File: config.mk
export PLATFORM = sky130hd
export DESIGN_NAME = audio_sample_packer
export DESIGN_NICKNAME = d
export VERILOG_FILES = /design/src/audio_pkt_pkg.sv /design/src/audio_sample_packer.sv
export VERILOG_INCLUDE_DIRS = /design/src
export SDC_FILE = /design/constraint.sdc
export NUM_CORES = 1
export LEC_CHECK = 0
export ABC_AREA = 0
export BUFFER_PORTS_ARGS = -buffer_cell sky130_fd_sc_hd__buf_2
export CORE_MARGIN = 2
export CORE_UTILIZATION = 35
export DETAILED_ROUTE_END_ITERATION = 16
export PLACE_DENSITY_LB_ADDON = 0.15
export SKIP_LAST_GASP = 1
export SLEW_MARGIN = 20
export SYNTH_ARGS = -nofsm -noshare
export SYNTH_HDL_FRONTEND = slang
export SYNTH_SLANG_ARGS = --single-unit
File: constraint.sdc
create_clock -name audio_clk -period 5.65 [get_ports audio_clk]
set_clock_uncertainty 0.2 [all_clocks]
set_input_delay 0.565 -clock audio_clk [delete_from_list [all_inputs] [get_ports audio_clk]]
set_output_delay 0.565 -clock audio_clk [all_outputs]
set_load 0.02 [all_outputs]
File: src/audio_pkt_settings.svh
// audio packet settings
`ifndef AUDIO_PKT_SETTINGS_SVH
`define AUDIO_PKT_SETTINGS_SVH

// fifo address width, 1024 words deep
`define AUDIO_FIFO_AW 10

// flops per clock crossing synchronizer
`define AUDIO_SYNC_STAGES 2

// sync marker word, {payload size, sample step}
`define AUDIO_MARK_HI 16'd1000  // nominal payload bytes
`define AUDIO_MARK_LO 16'd48    // sample step code

`endif

File: src/audio_pkt_pkg.sv
// audio packet types
`include "audio_pkt_settings.svh"

package audio_pkt_pkg;

  typedef logic [15:0] sample_t;      // one audio sample
  typedef logic [31:0] fifo_word_t;   // sample pair or sync marker

  // stored word count, one extra bit to reach full depth
  typedef logic [`AUDIO_FIFO_AW:0] fifo_level_t;

  typedef logic [15:0] byte_cnt_t;    // udp payload length in bytes
  typedef logic [10:0] pkt_cnt_t;     // sent packet counter

  // udp scheduler states
  typedef enum logic [1:0] {
    IDLE,       // transfer off
    WAIT_FILL,  // waiting for a packet's worth of words
    BUSY        // packet handed to the stack
  } sched_state_t;

endpackage

File: src/audio_sample_packer.sv
// audio sample pair packer
`timescale 1ns/1ns
`include "audio_pkt_settings.svh"

module audio_sample_packer
  import audio_pkt_pkg::*;
(
  input  logic        audio_clk,
  input  logic        rst_n,
  input  logic        transfer_flag,
  input  logic        audio_en,
  input  sample_t     audio_data,
  input  fifo_level_t wr_level,
  output logic        wr_en,
  output fifo_word_t  wr_data,
  output logic        wr_rst
);

  logic [`AUDIO_SYNC_STAGES-1:0] flag_sync;  // transfer_flag into audio_clk
  logic    flag_on;
  logic    mark_pend;   // marker still owed this session
  logic    mark_go;
  logic    take;        // sample accepted this cycle
  logic    half;        // first sample of a pair is held
  sample_t first_smp;

  always_ff @(posedge audio_clk or negedge rst_n) begin
    if (!rst_n) begin
      flag_sync <= '0;
    end else begin
      flag_sync <= {flag_sync[`AUDIO_SYNC_STAGES-2:0], transfer_flag};
    end
  end

  assign flag_on = flag_sync[`AUDIO_SYNC_STAGES-1];
  assign wr_rst  = ~flag_on;  // write side flushed while transfer is off

  // marker only once the write side is empty and idle
  assign mark_go = flag_on & mark_pend & (wr_level == '0);

  // samples before the marker goes out are dropped
  assign take = flag_on & audio_en & (~mark_pend | mark_go);

  always_ff @(posedge audio_clk or negedge rst_n) begin
    if (!rst_n) begin
      mark_pend <= 1'b1;
      half      <= 1'b0;
      wr_en     <= 1'b0;
    end else if (!flag_on) begin
      mark_pend <= 1'b1;  // rearm for the next session
      half      <= 1'b0;  // pairing restarts
      wr_en     <= 1'b0;
    end else begin
      if (mark_go) begin
        mark_pend <= 1'b0;
      end
      if (take) begin
        half <= ~half;
      end
      wr_en <= mark_go | (take & half);
    end
  end

  // pair payload, earlier sample in the upper half
  always_ff @(posedge audio_clk) begin
    if (take && !half) begin
      first_smp <= audio_data;
    end
    if (mark_go) begin
      wr_data <= {`AUDIO_MARK_HI, `AUDIO_MARK_LO};
    end else if (take && half) begin
      wr_data <= {first_smp, audio_data};
    end
  end

endmodule

After elaboration in Yosys (flattened, before gate mapping)
Cells that the tools add are included.
- register bits: 53
- bits in latches: 0
- bits in writable memories: 0
- bits in read-only memories: 0
- output and inout port bits: 34
- memories kept: 0
- add/sub/neg operators: 0
- multiply operators: 0
- divide/modulo/power cells: 0
- magnitude comparators: 0
- equality and inequality tests: 2
- shift-type cells: 0
- multiplexer cells: 5
- bitwise operators: 10
- reduce and logical (&&, ||, !) cells: 4
- operators with widths (kind ; count):
    logical NOT 11 bit ; 1
    AND 1 bit ; 5
    two-way mux 1 bit ; 5
    inequality test 2 x 1 -> 1 bit (second input constant) ; 2
    NOT 1 bit ; 3
    logical AND 1 bit ; 2
    bitwise OR 1 bit ; 2
    logical NOT 1 bit ; 1

Depth between registers and ports, before layout
- word-level depth: 7
- depth in mapped cells: 6
- mapped depth without buffers: 3

Worst setup path after synthesis
No wires, ideal clock.
- path kind: input -> register
- from: in wr_level[3]
- to: reg first_smp[0], enable pin
- library setup time: 0.414 ns
- arrival: 2.411 ns
- data required time: 5.036 ns
- setup slack: 2.625 ns
- stages: 3
- buffers on the path: 0
- cells stage by stage: nor4_2 nand3_1 a211oi_1
- word-level cells in the longest chain between the ends: 5
- RTL lines (element ; RTL line ; RTL):
    from (decl) ; audio_sample_packer.sv:13 ; input fifo_level_t wr_level,
    logical NOT 11 bit ; audio_sample_packer.sv:39 ; assign mark_go = flag_on & mark_pend & (wr_level == '0);
    AND 1 bit ; audio_sample_packer.sv:39 ;
    bitwise OR 1 bit ; audio_sample_packer.sv:42 ; assign take = flag_on & audio_en & (~mark_pend | mark_go);
    AND 1 bit ; audio_sample_packer.sv:42 ;
    logical AND 1 bit ; audio_sample_packer.sv:66 ; if (take && !half) begin
    to (signal assigned) ; audio_sample_packer.sv:67 ; first_smp <= audio_data;
    to (decl) ; audio_sample_packer.sv:25 ; sample_t first_smp;
No other way between the ends.
A chain may end at the register's enable or synchronous reset.

Worst setup path in the final report
- from: in wr_level[3]
- to: reg wr_data[18]
- word-level cells in the longest chain between the ends: 5
- RTL lines (element ; RTL line ; RTL):
    logical NOT 11 bit (*) ; audio_sample_packer.sv:39 ;
    AND 1 bit (*) ; audio_sample_packer.sv:39 ;
    bitwise OR 1 bit ; audio_sample_packer.sv:42 ;
    AND 1 bit ; audio_sample_packer.sv:42 ;
    logical AND 1 bit ; audio_sample_packer.sv:71 ; end else if (take && half) begin
    to (signal assigned) ; audio_sample_packer.sv:70 ; wr_data <= {`AUDIO_MARK_HI, `AUDIO_MARK_LO};
    to (signal assigned) ; audio_sample_packer.sv:72 ; wr_data <= {first_smp, audio_data};
    to (decl) ; audio_sample_packer.sv:15 ; output fifo_word_t wr_data,
Mark *: on every way between the ends. The rest lies on a longest branch, timed or not.

==> reports/results.tsv <==
metric	value	unit
fmax	488	MHz
min Tclk post-route	2.05	ns
Synth area leaders	dfxtp_1 (35%), edfxtp_1 (26%), nand2_1 (13%), a21oi_1 (6.5%), dfrtp_1 (5.4%)	
layout cells sized above 1	33.3	%
CP arrival	2.00	ns
number of global-route vias before repair	1337	
CP Capture Type	flip-flop	
Hold Vio Cnt, Final	0	
Netlist cell types	23	
VDD IR max	164	uV
CTS clk-pin slew, worst paths	0.09	ns
Antenna diodes	0	
CTS tree	done	
Die Y	76.8	um
Post-synth top cells	nand2_1 (66), dfxtp_1 (32), a21oi_1 (24), edfxtp_1 (16), nand3_1 (10)	
Synth Area in Simple Gates	20.9	%
number of synthesized flops with an enable pin	16	
Yosys reg bits	53	
Die Area	5900	sq um
starting density of the core	36.4	%
dpl hpwl	2.55	mm
H-tree levels	2	
Slew Limit Headroom	41.5	%
actual transition at the worst max-transition pin	0.878	ns
Critical Path Source Type	primary input	
ys async rst share	9.43	%
first-pass GRT wire length	6.19	mm
Hold WC Path Type	reg -> reg	
Cell Pwr Density	298	nW/um^2
Mean Syn Cell Area	10.4	sq um
CP required	5.60	ns
IO Port Bufs	64	
yosys warns	0	
reg2reg start	flag_sync[1]$_DFF_PN0_	
max-cap violations	0	
Fillers	525	
GRT overflow	0	
Tcrit/Tclk final	36.3	%
multi-input logic area	554	sq um
cell row count	26	
origin of the worst setup path	wr_level[3]	
mux contribution to synthesized area	0	%
vias	1413	
Area Overhead vs Synth	28.2	%
Post-synth top flop	dfxtp_1	
core area	5110	sq um
nets@finish	273	
First DRT Iteration DRCs	91	
RSZ-0062 raised after global routing	no	
Routed Antenna Nets	0	
HP Start	flag_sync[0]$_DFF_PN0_	
Clock Tree Root	clkbuf_8	
Placed Instance Area	2240	sq um
WL final	3.80	mm
Synth Instances	178	
most common cell in the netlist	nand2_1	
storage element area	1250	sq um
post-synthesis sequential area ratio	67.2	%
Syn Nets	209	
Inserted Clock Buffers	5	
Global Route Usage Sum	13.1	%
routed len/inst	12.1	um
Pins Over Slew Limit	0	
RePlAce Congestion	0.750	
dominant cell type by area after synthesis	dfxtp_1	
WP buf/inv	1	
delay-heaviest family, CP	simple AND/OR/NAND/NOR gates	
Max FO, Critical Path	24	
critical path's slowest cell	and4_1	
Non-Filler Instances	313	
post-DR vias/cell	4.51	
Adder-Cell Fraction of Synth Area	0	%
clk buf depth	2	
largest family of logic cells by synthesized area	simple AND/OR/NAND/NOR gates	
DRT Pass-1 Iters	4	
antenna violations before repair	0	
worst path cell trace	buf_2 -> nor4_2 -> and4_1 -> a21oi_1	
setup tns final	0	ns
DP Cell Count	304	
Ports	65	
worst-skew pair later-pin latency	0.30	ns
Die X	76.8	um
Synth Area in Compound Gates	8.69	%
Hold Slack	0.154	ns
post-cts resize count	0	
CP peak stage delay	0.84	ns
top cell type's share of synthesized area	34.5	%
Crit Path Class	in -> reg	
Final Cell Area	2380	sq um
Synth Area in XOR/XNOR	0	%
Synth Cell Area	1860	sq um
Leakage Power	1.04	nW
CTS Sinks	53	
largest net degree at the start of global routing	34	
status	finished, final reports clean	
postcts setup bufs	0	
Setup-failing EPs final	0	
# DRC	0	
[sequential cells by signal, indices dropped and copies added (netlist names)]
signal	cells
first_smp	16
wr_data	32
wr_en	1
flag_sync	2
half	1
mark_pend	1
[logic make-up after synthesis]
kind of cell,Yosys count
AO/OA/AOI/OAI,29
AND/OR/NAND/NOR,84
buffers and inverters,12
flip-flops,53
[cell usage in the layout, fill, tap and decap left out, types with 2 or more instances in the layout]
cell type,n
nand2_1,66
nor4_2,2
dfxtp_1,32
nand3_1,10
a21oi_1,24
bufinv_16,2
buf_2,64
clkbuf_8,5
dfrtp_1,4
edfxtp_1,16
buf_4,3
[worst paths after layout]
kind	to	cells after the start	slack (ns)
min	flag_sync[1]$_DFF_PN0_	0	0.15
min reg2reg	flag_sync[1]$_DFF_PN0_	0	0.15
min in group asynchronous	flag_sync[1]$_DFF_PN0_	2	0.40
max reg2reg	wr_data[18]$_SDFFE_PP0P_	3	3.64
max in group asynchronous	mark_pend$_DFFE_PN1P_	2	4.64
max	wr_data[18]$_SDFFE_PP0P_	4	3.60
[per-stage QoR]
stage | util, % | power (mW) | setup WS (ns)
floorplan | - | 0.407 | 2.63
global placement | 43.8 | 0.422 | 3.28
detailed placement | 43.8 | 0.423 | 3.25
CTS | 46.6 | 0.720 | 3.57
global route | 46.6 | 0.733 | 3.33
finish | 46.6 | 0.709 | 3.60
[power by group]
group / internal (mW) / switching (mW) / total, mW
Clock: 0.176 / 0.119 / 0.295
Sequential: 0.393 / 0.00111 / 0.394
Combinational: 0.0103 / 0.00966 / 0.0199
Total: 0.579 / 0.130 / 0.709
[area by class of cell]
class,count,share of cell area [%]
sequential,53,52.4
multi-input combinational,113,23.3
timing repair buffer,68,14.8
tap,70,3.68
clock buffer,5,2.89
clock inverter,3,2.73
inverter,1,0.158
[layer usage]
layer  vias up  global-route usage, %  part of all wire (%)
met2        47                   20.8                    44
li1        729                      -                     -
met5         -                      0                     0
met3         6                   4.47                   7.2
met1       631                   16.8                    47
met4         0                   4.36                   1.3
[what timing repair did]
| item | 4_1_cts | 5_1_grt |
|---|---|---|
| endpoints found under the hold margin | 4 | 0 |
| hold buffers | 1 | 0 |
| endpoints found under the setup margin | 0 | 0 |
Power figures use the tool's default switching activity.
