## src/audio_pkt_settings.svh

```systemverilog
// audio packet settings
`ifndef AUDIO_PKT_SETTINGS_SVH
`define AUDIO_PKT_SETTINGS_SVH

// fifo address width, 1024 words deep
`define AUDIO_FIFO_AW 10

// flops per clock crossing synchronizer
`define AUDIO_SYNC_STAGES 2

// sync marker word, {payload size, sample step}
`define AUDIO_MARK_HI 16'd1000  // nominal payload bytes
`define AUDIO_MARK_LO 16'd48    // sample step code

`endif

```

## src/audio_pkt_pkg.sv

```systemverilog
// audio packet types
`include "audio_pkt_settings.svh"

package audio_pkt_pkg;

  typedef logic [15:0] sample_t;      // one audio sample
  typedef logic [31:0] fifo_word_t;   // sample pair or sync marker

  // stored word count, one extra bit to reach full depth
  typedef logic [`AUDIO_FIFO_AW:0] fifo_level_t;

  typedef logic [15:0] byte_cnt_t;    // udp payload length in bytes
  typedef logic [10:0] pkt_cnt_t;     // sent packet counter

  // udp scheduler states
  typedef enum logic [1:0] {
    IDLE,       // transfer off
    WAIT_FILL,  // waiting for a packet's worth of words
    BUSY        // packet handed to the stack
  } sched_state_t;

endpackage

```

## src/udp_tx_scheduler.sv

```systemverilog
// udp packet start scheduler
`timescale 1ns/1ns
`include "audio_pkt_settings.svh"

module udp_tx_scheduler
  import audio_pkt_pkg::*;
(
  input  logic        eth_tx_clk,
  input  logic        rst_n,
  input  logic        transfer_flag,
  input  byte_cnt_t   pkt_words,
  input  fifo_level_t rd_level,
  input  logic        udp_tx_done,
  output logic        rd_rst,
  output logic        udp_tx_start_en,
  output byte_cnt_t   udp_tx_byte_num,
  output pkt_cnt_t    udp_pkt_cnt
);

  logic [`AUDIO_SYNC_STAGES-1:0] flag_sync;  // transfer_flag into eth_tx_clk
  logic         flag_on;
  logic         fill_ok;
  sched_state_t state;

  always_ff @(posedge eth_tx_clk or negedge rst_n) begin
    if (!rst_n) begin
      flag_sync <= '0;
    end else begin
      flag_sync <= {flag_sync[`AUDIO_SYNC_STAGES-2:0], transfer_flag};
    end
  end

  assign flag_on = flag_sync[`AUDIO_SYNC_STAGES-1];
  assign rd_rst  = ~flag_on;  // read side flushed with the flag

  // a full packet is stored, empty packets never start
  assign fill_ok = (pkt_words != '0) && (byte_cnt_t'(rd_level) >= pkt_words);

  always_ff @(posedge eth_tx_clk or negedge rst_n) begin
    if (!rst_n) begin
      state           <= IDLE;
      udp_tx_start_en <= 1'b0;
      udp_tx_byte_num <= '0;
    end else if (!flag_on) begin
      state           <= IDLE;
      udp_tx_start_en <= 1'b0;
      udp_tx_byte_num <= '0;
    end else begin
      udp_tx_start_en <= 1'b0;  // single cycle pulse
      case (state)
        IDLE: begin
          state <= WAIT_FILL;
        end
        WAIT_FILL: begin
          if (fill_ok) begin
            udp_tx_start_en <= 1'b1;
            udp_tx_byte_num <= {pkt_words[13:0], 2'b00};  // four bytes per word
            state           <= BUSY;
          end
        end
        BUSY: begin
          // byte count held until the stack is done
          if (udp_tx_done) begin
            state <= WAIT_FILL;
          end
        end
        default: begin
          state <= IDLE;
        end
      endcase
    end
  end

  // packets sent, kept across sessions
  always_ff @(posedge eth_tx_clk or negedge rst_n) begin
    if (!rst_n) begin
      udp_pkt_cnt <= '0;
    end else if (udp_tx_done) begin
      udp_pkt_cnt <= udp_pkt_cnt + pkt_cnt_t'(1);
    end
  end

endmodule

```

## config.mk

```make
export PLATFORM = sky130hd
export DESIGN_NAME = udp_tx_scheduler
export DESIGN_NICKNAME = d
export VERILOG_FILES = /design/src/audio_pkt_pkg.sv /design/src/udp_tx_scheduler.sv
export VERILOG_INCLUDE_DIRS = /design/src
export SDC_FILE = /design/constraint.sdc
export NUM_CORES = 1
export LEC_CHECK = 0
export BUFFER_PORTS_ARGS = -buffer_cell sky130_fd_sc_hd__buf_4
export CORE_MARGIN = 4
export CORE_UTILIZATION = 45
export CTS_BUF_LIST = sky130_fd_sc_hd__clkbuf_16
export DETAILED_ROUTE_END_ITERATION = 12
export PLACE_DENSITY = 0.78
export SYNTH_ARGS = -nofsm -noshare
export SYNTH_HDL_FRONTEND = slang
export SYNTH_SLANG_ARGS = --single-unit
```

## constraint.sdc

```tcl
create_clock -name eth_tx_clk -period 2.5 [get_ports eth_tx_clk]
set_input_delay 0.25 -clock eth_tx_clk [delete_from_list [all_inputs] [get_ports eth_tx_clk]]
set_output_delay 0.25 -clock eth_tx_clk [all_outputs]
set_load 0.03 [all_outputs]
```

After elaboration in Yosys (flattened, before gate mapping) --
Cells that the tools add are included.
Storage, ports and cells: bits in registers 32, latch bits 0, bits in writable memories 0, ROM bits 0, output and inout bits 29, logic and storage cells 29, memories 0
Cells by class: $add $sub $neg 1, $mul 0, div/mod/pow operators 0, order comparisons 1, equal/unequal tests 6, shift-type cells 0, muxes and demuxes 10, bitwise gates (word level) 1, reductions and logical operators 5
Operators with widths (count):
- $mux 16 | 3
- $ge 11x16->1 | 1
- $reduce_bool 16->1 | 1
- $add 11x1->11 const B | 1
- $mux 2 | 3
- $ne 3x3->1 const B | 2
- $pmux 2 s3 | 1
- $ne 2x1->1 const B | 2
- $reduce_and 2->1 | 2
- $mux 1 | 3
- $eq 2x1->1 const B | 1
- $eq 2x2->1 const B | 1
- $logic_not 2->1 | 1
- $logic_and 1x1->1 | 1
- $not 1->1 | 1

Longest topological paths before layout --
Gate-level depths: netlist (run 1).
word-level depth 5, gate-level depth with buffers 9, gate-level depth less buffers 7

Least setup slack after synthesis (run 1) --
No wires, ideal clock.
kind input to register, from input rd_level[0], to register udp_tx_start_en, data arrival time 1.820 ns, setup slack 0.560 ns, cell stages on the path 9, path buffers 2, cells stage by stage inv_1 -> ha_1 -> nand2b_4 -> a2111o_1 -> a211oi_2 -> nor4b_2 -> buf_6 -> buf_12 -> and2_2
On the way: cells in the longest elaborated chain, start to end 5
RTL lines:
- from (decl) | RTL line udp_tx_scheduler.sv:12 | input fifo_level_t rd_level,
- $ge 11x16->1 | RTL line udp_tx_scheduler.sv:37 | assign fill_ok = (pkt_words != '0) && (byte_cnt_t'(rd_level) >= pkt_words);
- $logic_and 1x1->1 | RTL line udp_tx_scheduler.sv:37
- $mux 1 | RTL line udp_tx_scheduler.sv:55 | if (fill_ok) begin
- $mux 1 | RTL line udp_tx_scheduler.sv:50 | case (state)
- $mux 1 | RTL line udp_tx_scheduler.sv:44 | end else if (!flag_on) begin
- to (signal assigned) | RTL line udp_tx_scheduler.sv:46 | udp_tx_start_en <= 1'b0;
- to (signal assigned) | RTL line udp_tx_scheduler.sv:49 | udp_tx_start_en <= 1'b0;
- to (signal assigned) | RTL line udp_tx_scheduler.sv:56 | udp_tx_start_en <= 1'b1;
- to (decl) | RTL line udp_tx_scheduler.sv:15 | output logic udp_tx_start_en,
No other way between the ends. A chain may end at the register's enable or synchronous reset.

Worst setup path after layout (run 1) --
from input pkt_words[9], to register udp_tx_byte_num[2]
On the way: cells in the longest elaborated chain, start to end 4
RTL lines:
- from (decl) | RTL line udp_tx_scheduler.sv:11 | input byte_cnt_t pkt_words,
- $ge 11x16->1 or $reduce_bool 16->1 (tied branches) | RTL line udp_tx_scheduler.sv:37
- $logic_and 1x1->1 (*) | RTL line udp_tx_scheduler.sv:37
- $ne 2x1->1 (no source line) (*)
- $reduce_and 2->1 (no source line) (*)
- to (signal assigned) | RTL line udp_tx_scheduler.sv:57 | udp_tx_byte_num <= {pkt_words[13:0], 2'b00};
- to (decl) | RTL line udp_tx_scheduler.sv:16 | output byte_cnt_t udp_tx_byte_num,
Mark *: on every way between the ends. The rest lies on a longest branch, timed or not.

==> qor.yml, run 1 <==
min_period_ns: 1.98
dpl.cell_count: 250
final_nets: 255
vias: 1265
routed_wl_um: 3370
coreArea_um2: 3390
grt_pass1_wl_um: 5330
synthSimpleGateAreaFrac_pct: 18.1
timing.final.ws_setup_ns: 0.520
worst_path_largest_cell_delay_ns: 0.48
synth_cells: 151
die_w_um: 67.7
worstSetupPathType: "in2reg"
grt.overflow.total: 0
crit_path_frequent_cell: "buf_4"
place.gp.congestion: 0.735
path_cells: "buf_4 > inv_1 > ha_1 > a211oi_1 > o32ai_1 > a211oi_2 > nor4b_4 > buf_4 > mux2i_1"
numClockSinks: 30
power_density_nw_per_um2: 707
yosysSeqAreaShare_pct: 46.8
cts.clk_slew.worst_paths_ns: 0.05
leakage_nw: 1.11
grt_max_degree: 31
synth_fa_ha_area_share_pct: 9.37
post_drt_wl_per_cell_um: 13.0
crit_family: "compound AO/OA/AOI/OAI gates"
worst-path-buf-inv: 3
synth_xor_area_share_pct: 5.46
antenna_found_initial: 0
place_hpwl_um: 2620
synth_seq_cells: 30
synth.cell_area_um2: 1600
irDropWorstVdd_mv: 0.627
synth-compound-area-share_pct: 5.78
core.rowCount: 21
skew_ns: 0.00475
ant_nets: 0
port-buffer-count: 57
fin_crit_sh_pct: 79.2
die_y_um: 67.7
synth_warnings: 0
clock_latency_ns: 0.27
drv_slew: 0
muxShareOfSynthArea_pct: 7.57
fmax_mhz: 505
clockRootBuffer: "clkbuf_16"
avgViaCountPerCell: 4.88
hold_viol: 0
htreeDepth: 2
syn_avg_cell_area_um2: 10.6
arrival_ns: 2.17
pin_count: 60
critPathRequiredTime_ns: 2.69
synth_top_family_by_area: "simple AND/OR/NAND/NOR gates"
initial_core_util_pct: 47.3
drc: 0
stdcell_count: 259
endpoint_kind: "flop"
cts_tree: "built"
die-area_um2: 4580
slowest_stage: "nor4b_4"
finalPower_w: 0.00156
clockBufferDepth: 2
setup_viol: 0
drt_iter0_drc: 60
drive_gt1_share_pct: 34.7
status: "completed"
synth_cell_types: 33
worstHoldPathType: "in2reg"
grt.total_usage_pct: 15.6
grt_pass1_vias: 1195
rsz0062_at_grt: "false"
antenna_cells: 0
cp_max_fo: 11
cts_buffers: 5
drv_cap: 0
startpoint_type: "primary input"
tns_ns: 0
areaGrowthSynthToFinish_pct: 37.9
first_pass_iters: 4
pre_cts_slack_ns: 0.233
cts_resized: 0
[state kept, by name, summed over array words and instances, names as in the netlist]
| signal | count |
|---|---|
| udp_tx_byte_num | 14 |
| flag_sync | 2 |
| state | 2 |
| udp_pkt_cnt | 11 |
| udp_tx_start_en | 1 |
[cells in the final DEF, fill, tap and decap left out, types with 2 or more instances in the layout]
cell type	count
a211oi_1	2
nand2_1	26
nor2_1	4
conb_1	2
clkbuf_16	5
inv_1	13
buf_4	59
ha_1	12
nand3_1	3
nand2b_1	2
o21ai_0	3
nor4_1	3
mux2i_1	11
nor3b_2	3
xnor2_1	8
dfrtp_1	30
and3_1	3
a21oi_1	3
nand4_1	4
xor2_1	2
[power breakdown]
part | switching, W | internal [W]
Combinational | 0.000223 | 0.000176
Sequential | 0.0000639 | 0.000543
Clock | 0.000195 | 0.000362
Total | 0.000482 | 0.00108
[timing repair]
item                      CTS  global route
hold endpoints to repair   30             0
setup buffers               0             0
hold buffers                1             0
[logic make-up after synthesis]
kind of cell	after synthesis
and+or+nand+nor	53
DFF	30
buffers and inverters	20
AOI/OAI and AO/OA	13
adders and majority gates	12
muxes	12
xor gates and xnor gates	10
other	1
[stage by stage]
step | instance area [um^2] | util (%) | hold slack, ns
after floorplan | 1610 | - | -0.0456
after global placement | 2060 | 60.7 | 0.193
after detailed placement | 2060 | 60.7 | 0.193
after CTS | 2210 | 65.2 | 0.0844
after global routing | 2210 | 65.2 | 0.0786
final | 2210 | 65.2 | 0.0862
[final timing paths]
check                         startpoint                  end  slack, ns  cells after the start
max reg2reg                     state[1]   udp_tx_byte_num[2]       0.99                      3
max                         pkt_words[9]   udp_tx_byte_num[2]       0.52                      9
min                        transfer_flag         flag_sync[0]       0.09                      1
max in group asynchronous          rst_n       udp_pkt_cnt[9]       1.79                      2
min in group asynchronous          rst_n  udp_tx_byte_num[13]       0.44                      2
min reg2reg                 flag_sync[0]         flag_sync[1]       0.34                      0
[cell usage after synthesis]
cell      count  area share (%)
conb_1        1            0.23
nor4b_2       1            0.94
xor2_1        2             1.1
mux2_2        1            0.70
mux2i_1      11             6.9
nor2_1        4            0.94
nand2b_1      2            0.78
o21bai_1      1            0.47
o21ai_0       3            0.94
xnor2_1       8             4.4
a211oi_2      1            0.78
ha_1         12             9.4
buf_4         2            0.94
buf_12        1             1.2
dfrtp_1      30              47
and4_1        1            0.55
and3_1        3             1.2
inv_1        13             3.0
nand3_1       3            0.94
buf_6         1            0.70
a21oi_1       3            0.94
a211oi_1      2            0.94
o32ai_1       1            0.55
nor4_1        3             1.2
a2111o_1      1            0.70
nand2_1      26             6.1
o21a_1        1            0.47
nand2b_4      1            0.86
nor3_1        1            0.31
nand4_1       4             1.6
nor3b_2       3             2.3
and2_2        1            0.47
clkbuf_1      3            0.70
[metal layers]
metal | vias up | part of all wire [%] | wire, um | GRT usage [%]
li1 | 630 | - | - | -
met1 | 598 | 46 | 1540 | 20.3
met3 | 2 | 5.8 | 196 | 6.32
met2 | 35 | 48 | 1620 | 24.5
met4 | 0 | 0.27 | 9 | 3.04
met5 | - | 0 | 0 | 0
[layout make-up]
cell class	count	area [um^2]
Multi-Input combinational cell	102	758
Timing Repair Buffer	60	453
Fill cell	281	1180
Clock inverter	3	16.3
Inverter	13	48.8
Clock buffer	5	125
Sequential cell	30	751
Tap cell	46	57.6
No activity file was read; power rests on OpenSTA's default activity.
==> inputs of run 2 (changes only) <==
==> constraint.sdc (replaced) <==
create_clock -name eth_tx_clk -period 1.9 [get_ports eth_tx_clk]
set_input_delay 0.19 -clock eth_tx_clk [delete_from_list [all_inputs] [get_ports eth_tx_clk]]
set_output_delay 0.19 -clock eth_tx_clk [all_outputs]
set_load 0.03 [all_outputs]
==> qor.yml, run 2 (synthesis results as in run 1) <==
status: "completed"  # unchanged
die-area_um2: 4580  # unchanged
grt.overflow.total: 0  # unchanged
min_period_ns: 1.75
coreArea_um2: 3390  # unchanged
cts_resized: 0  # unchanged
final_nets: 260  # was 255
numClockSinks: 30  # unchanged
die_w_um: 67.7  # unchanged
place_hpwl_um: 2640  # was 2620 um
critPathRequiredTime_ns: 2.09  # was 2.69 ns
port-buffer-count: 57  # unchanged
clockRootBuffer: "clkbuf_16"  # unchanged
layout_common_cells: "buf_4, dfrtp_1, nand2_1"  # unchanged
post_drt_wl_per_cell_um: 12.9  # was 13.0 um
largest_register_ffs: 14  # unchanged
drive_gt1_share_pct: 35.3  # was 34.7%
worstHoldPathType: "in2reg"  # unchanged
drv_cap: 0  # unchanged
pin_count: 60  # unchanged
worstSetupPathType: "in2reg"  # unchanged
stdcell_count: 264  # was 259
grt.total_usage_pct: 16.0  # was 15.6%
clockBufferDepth: 2  # unchanged
irDropWorstVdd_mv: 0.825  # was 0.627 mV
initial_core_util_pct: 47.3  # unchanged
grt_pass1_vias: 1152  # was 1,195
rr_startpoint: "state[1]"  # unchanged
antenna_found_initial: 0  # unchanged
hold_viol: 0  # unchanged
dpl.cell_count: 255  # was 250
die_y_um: 67.7  # unchanged
rsz0062_at_grt: "false"  # unchanged
clock_latency_ns: 0.27  # about the same
arrival_ns: 1.94  # was 2.17 ns
min_delay_path_depth: 1  # unchanged
startpoint_type: "primary input"  # unchanged
postCtsSetupBuffers: 0  # unchanged
cts_tree: "built"  # unchanged
htreeDepth: 2  # unchanged
cts.clk_slew.worst_paths_ns: 0.05  # about the same
top_register: "udp_tx_byte_num"  # unchanged
grt_max_degree: 31  # unchanged
first_pass_iters: 4  # unchanged
leakage_nw: 1.14  # was 1.11 nW
core.rowCount: 21  # unchanged
largestRegisters: "udp_tx_byte_num: 14 flops, udp_pkt_cnt: 11 flops"  # unchanged
reg2regPathDepth: 3  # unchanged
avgViaCountPerCell: 4.88  # about the same
endpoint_kind: "flop"  # unchanged
drt_iter0_drc: 56  # was 60
routed_wl_um: 3420  # was 3370 um
setup_viol: 0  # unchanged
startpoint: "pkt_words[9]"  # unchanged
skew_ns: 0.00370  # was 0.00475 ns
areaGrowthSynthToFinish_pct: 40.7  # was 37.9%
grt_pass1_wl_um: 5300  # was 5330 um
drc: 0  # unchanged
fin_crit_sh_pct: 92.2
min_from: "transfer_flag"  # unchanged
fillers: 272  # was 281
vias: 1289  # was 1,265
ant_nets: 0  # unchanged
cts_buffers: 5  # unchanged
finalPower_w: 0.00205  # was 0.00156 W
cp_max_fo: 4  # was 11
layout_commonest_cell: "buf_4"  # unchanged
cts_hold_buf: 1  # unchanged
fmax_mhz: 571
utilization_pct: 66.5  # was 65.2%
power_density_nw_per_um2: 907  # was 707 nW/um^2
place.gp.congestion: 0.753  # was 0.735
drv_slew: 0  # unchanged
timing.final.ws_setup_ns: 0.148  # was 0.520 ns
antenna_cells: 0  # unchanged
pre_cts_slack_ns: -0.111  # was 0.233 ns
[run 2: cell count changes in the layout (fill, tap and decap cells not counted)]
| cell | change |
|---|---|
| buf_4 | +4 |
| clkinv_1 | +2 |
| buf_12 | +1 |
| clkinv_2 | -1 |
| clkinvlp_4 | -1 |
[run 2: worst paths after layout]
| check | slack, ns | endpoint |
|---|---|---|
| max | 0.15 | udp_tx_byte_num[3] |
| min | 0.03 | flag_sync[0] |
| max reg2reg | 0.60 | udp_tx_byte_num[3] |
| min reg2reg | 0.35 | flag_sync[1] |
| max in group asynchronous | 1.24 | udp_pkt_cnt[1] |
| min in group asynchronous | 0.38 | udp_tx_byte_num[10] |
[run 2: critical path, cell delays in order]
cell and delay, ns:
buf_4 0.08, inv_1 0.03, ha_1 0.28, a211oi_1 0.08, o32ai_1 0.37, a211oi_2 0.12, nor4b_4 0.38, buf_4 0.22
mux2i_1 0.18
[run 2: report_power, final]
group          total [W]  switching, W  internal [W]
clock           0.000719      0.000250      0.000469
sequential      0.000797     0.0000820      0.000715
combinational   0.000530      0.000293      0.000237
total            0.00205      0.000625       0.00142
[run 2: area by class of cell]
cell class	instances	area [um^2]	area share, %
Clock inverter	3	11.3	0.499
Clock buffer	5	125	5.55
Inverter	13	48.8	2.16
Sequential cell	30	751	33.3
Multi-Input combinational cell	102	758	33.6
Tap cell	46	57.6	2.55
Timing Repair Buffer	65	503	22.3
[run 2: through the flow]
stage | instance area [um^2] | setup TNS [ns] | hold WS [ns]
2_1_floorplan | 1610 | 0 | -0.106
3_3_place_gp | 2110 | -0.634 | 0.133
3_5_place_dp | 2110 | -0.994 | 0.136
4_1_cts | 2250 | 0 | 0.0261
5_1_grt | 2250 | 0 | 0.0270
6_report | 2250 | 0 | 0.0282
[run 2: metal layers]
layer / wire length, um / global-route usage, % / up-vias / share of wire (%)
li1: - / - / 646 / -
met1: 1450 / 20.0 / 597 / 42
met2: 1700 / 25.6 / 41 / 50
met3: 238 / 5.66 / 5 / 7.0
met4: 23 / 5.32 / 0 / 0.67
met5: 0 / 0 / - / 0
==> inputs of run 3 (changes only) <==
--- a/config.mk
+++ b/config.mk
@@ -12,6 +12,7 @@
 export CTS_BUF_LIST = sky130_fd_sc_hd__clkbuf_16
 export DETAILED_ROUTE_END_ITERATION = 12
 export PLACE_DENSITY = 0.78
+export RECOVER_POWER = 50
 export SYNTH_ARGS = -nofsm -noshare
 export SYNTH_HDL_FRONTEND = slang
 export SYNTH_SLANG_ARGS = --single-unit
==> qor.yml, run 3 (synthesis results as in run 1) <==
status: "completed"  # unchanged
cts_tree: "built"  # unchanged
critPathRequiredTime_ns: 2.09  # about the same
grt_max_degree: 31  # unchanged
fin_crit_sh_pct: 92.4  # was 92.2%
leakage_nw: 1.11  # was 1.14 nW
min_period_ns: 1.76  # was 1.75 ns
htreeDepth: 2  # unchanged
drv_slew: 0  # unchanged
min_delay_path_depth: 1  # unchanged
place_hpwl_um: 2640  # unchanged
avgViaCountPerCell: 4.89  # was 4.88
core.rowCount: 21  # unchanged
maxSlewHeadroom_pct: 52.1
cp_max_fo: 4  # unchanged
clockRootBuffer: "clkbuf_16"  # unchanged
reg2regPathDepth: 3  # unchanged
layout_commonest_cell: "buf_4"  # unchanged
startpoint: "pkt_words[9]"  # unchanged
die_y_um: 67.7  # unchanged
post_drt_wl_per_cell_um: 13.0  # was 12.9 um
utilization_pct: 65.7  # was 66.5%
power_density_nw_per_um2: 919  # was 907 nW/um^2
die-area_um2: 4580  # unchanged
grt_pass1_vias: 1152  # unchanged
stdcell_count: 264  # unchanged
postCtsSetupBuffers: 0  # unchanged
r2r_slack_ns: 0.60  # about the same
tightest_slew_ns: 0.718
whs_endpoint: "flag_sync[0]"  # unchanged
vias: 1290  # was 1,289
die_w_um: 67.7  # unchanged
rsz0062_at_grt: "false"  # unchanged
grt_pass1_wl_um: 5300  # unchanged
drive_gt1_share_pct: 32.1  # was 35.3%
cts_hold_buf: 1  # unchanged
areaGrowthSynthToFinish_pct: 38.9  # was 40.7%
worstHoldPathType: "in2reg"  # unchanged
clock_latency_ns: 0.27  # about the same
initial_core_util_pct: 47.3  # unchanged
arrival_ns: 1.95  # was 1.94 ns
port-buffer-count: 57  # unchanged
drc: 0  # unchanged
pre_cts_slack_ns: -0.111  # unchanged
clockBufferDepth: 2  # unchanged
dpl.cell_count: 255  # unchanged
numClockSinks: 30  # unchanged
hold_viol: 0  # unchanged
r2r_end: "udp_tx_byte_num[3]"  # unchanged
coreArea_um2: 3390  # unchanged
whs_ns: 0.0503  # was 0.0282 ns
endpoint_kind: "flop"  # unchanged
ant_nets: 0  # unchanged
routed_wl_um: 3430  # was 3420 um
antenna_cells: 0  # unchanged
timing.final.ws_setup_ns: 0.145  # was 0.148 ns
first_pass_iters: 4  # unchanged
cts_resized: 0  # unchanged
drt_iter0_drc: 56  # unchanged
setup_viol: 0  # unchanged
worstSetupPathType: "in2reg"  # unchanged
final_nets: 260  # unchanged
place.gp.congestion: 0.753  # unchanged
grt.overflow.total: 0  # unchanged
layout_common_cells: "buf_4, dfrtp_1, nand2_1"  # unchanged
fmax_mhz: 570  # was 571 MHz
skew_ns: 0.00370  # about the same
startpoint_type: "primary input"  # unchanged
antenna_found_initial: 0  # unchanged
top_register: "udp_tx_byte_num"  # unchanged
cts.clk_slew.worst_paths_ns: 0.05  # about the same
largestRegisters: "udp_tx_byte_num: 14 flops, udp_pkt_cnt: 11 flops"  # unchanged
rr_startpoint: "state[1]"  # unchanged
grt.total_usage_pct: 16.0  # unchanged
pin_count: 60  # unchanged
cts_buffers: 5  # unchanged
irDropWorstVdd_mv: 0.825  # about the same
largest_register_ffs: 14  # unchanged
min_from: "transfer_flag"  # unchanged
drv_cap: 0  # unchanged
[run 3: through the flow]
step	power, W	TNS, ns	cell area (um^2)
2_1_floorplan	0.00111	0	1610
4_1_cts	0.00207	0	2250
3_5_place_dp	0.00133	-0.994	2110
5_1_grt	0.00215	0	2230
6_report	0.00204	0	2230
3_3_place_gp	0.00133	-0.634	2110
[run 3: area by class of cell]
type	count	area [um^2]
clock buffer	5	125
clock inverter	3	11.3
fill	277	1160
inverter	13	48.8
multi-input combinational	102	758
sequential	30	751
tap	46	57.6
timing repair buffer	65	474
[run 3: how the worst max path moves through the flow]
stage / endpoint / depth (start not counted) / slack [ns]
2_1_floorplan: udp_tx_start_en / 9 / 0.02
3_3_place_gp: udp_tx_start_en / 8 / -0.08
3_5_place_dp: udp_tx_start_en / 8 / -0.11
4_1_cts: udp_tx_start_en / 8 / 0.16
5_1_grt: udp_tx_byte_num[3] / 9 / 0.07
6_report: udp_tx_byte_num[3] / 9 / 0.14
[run 3: metal layers]
| layer | vias up | global-route usage (%) | share of wire [%] |
|---|---|---|---|
| met1 | 598 | 20.0 | 43 |
| met5 | - | 0 | 0 |
| met2 | 41 | 25.6 | 50 |
| met3 | 5 | 5.66 | 6.5 |
| met4 | 0 | 5.32 | 0.67 |
| li1 | 646 | - | - |
[run 3: where the power goes]
group | switching, W | total, W | internal [W]
registers | 0.0000820 | 0.000797 | 0.000715
logic | 0.000293 | 0.000529 | 0.000236
clock network | 0.000250 | 0.000719 | 0.000469
[run 3: critical path: stages]
cell and delay [ns]:
buf_4 0.08, inv_1 0.03, ha_1 0.28, a211oi_1 0.08, o32ai_1 0.37, a211oi_2 0.12
nor4b_4 0.38, buf_4 0.22, mux2i_1 0.19
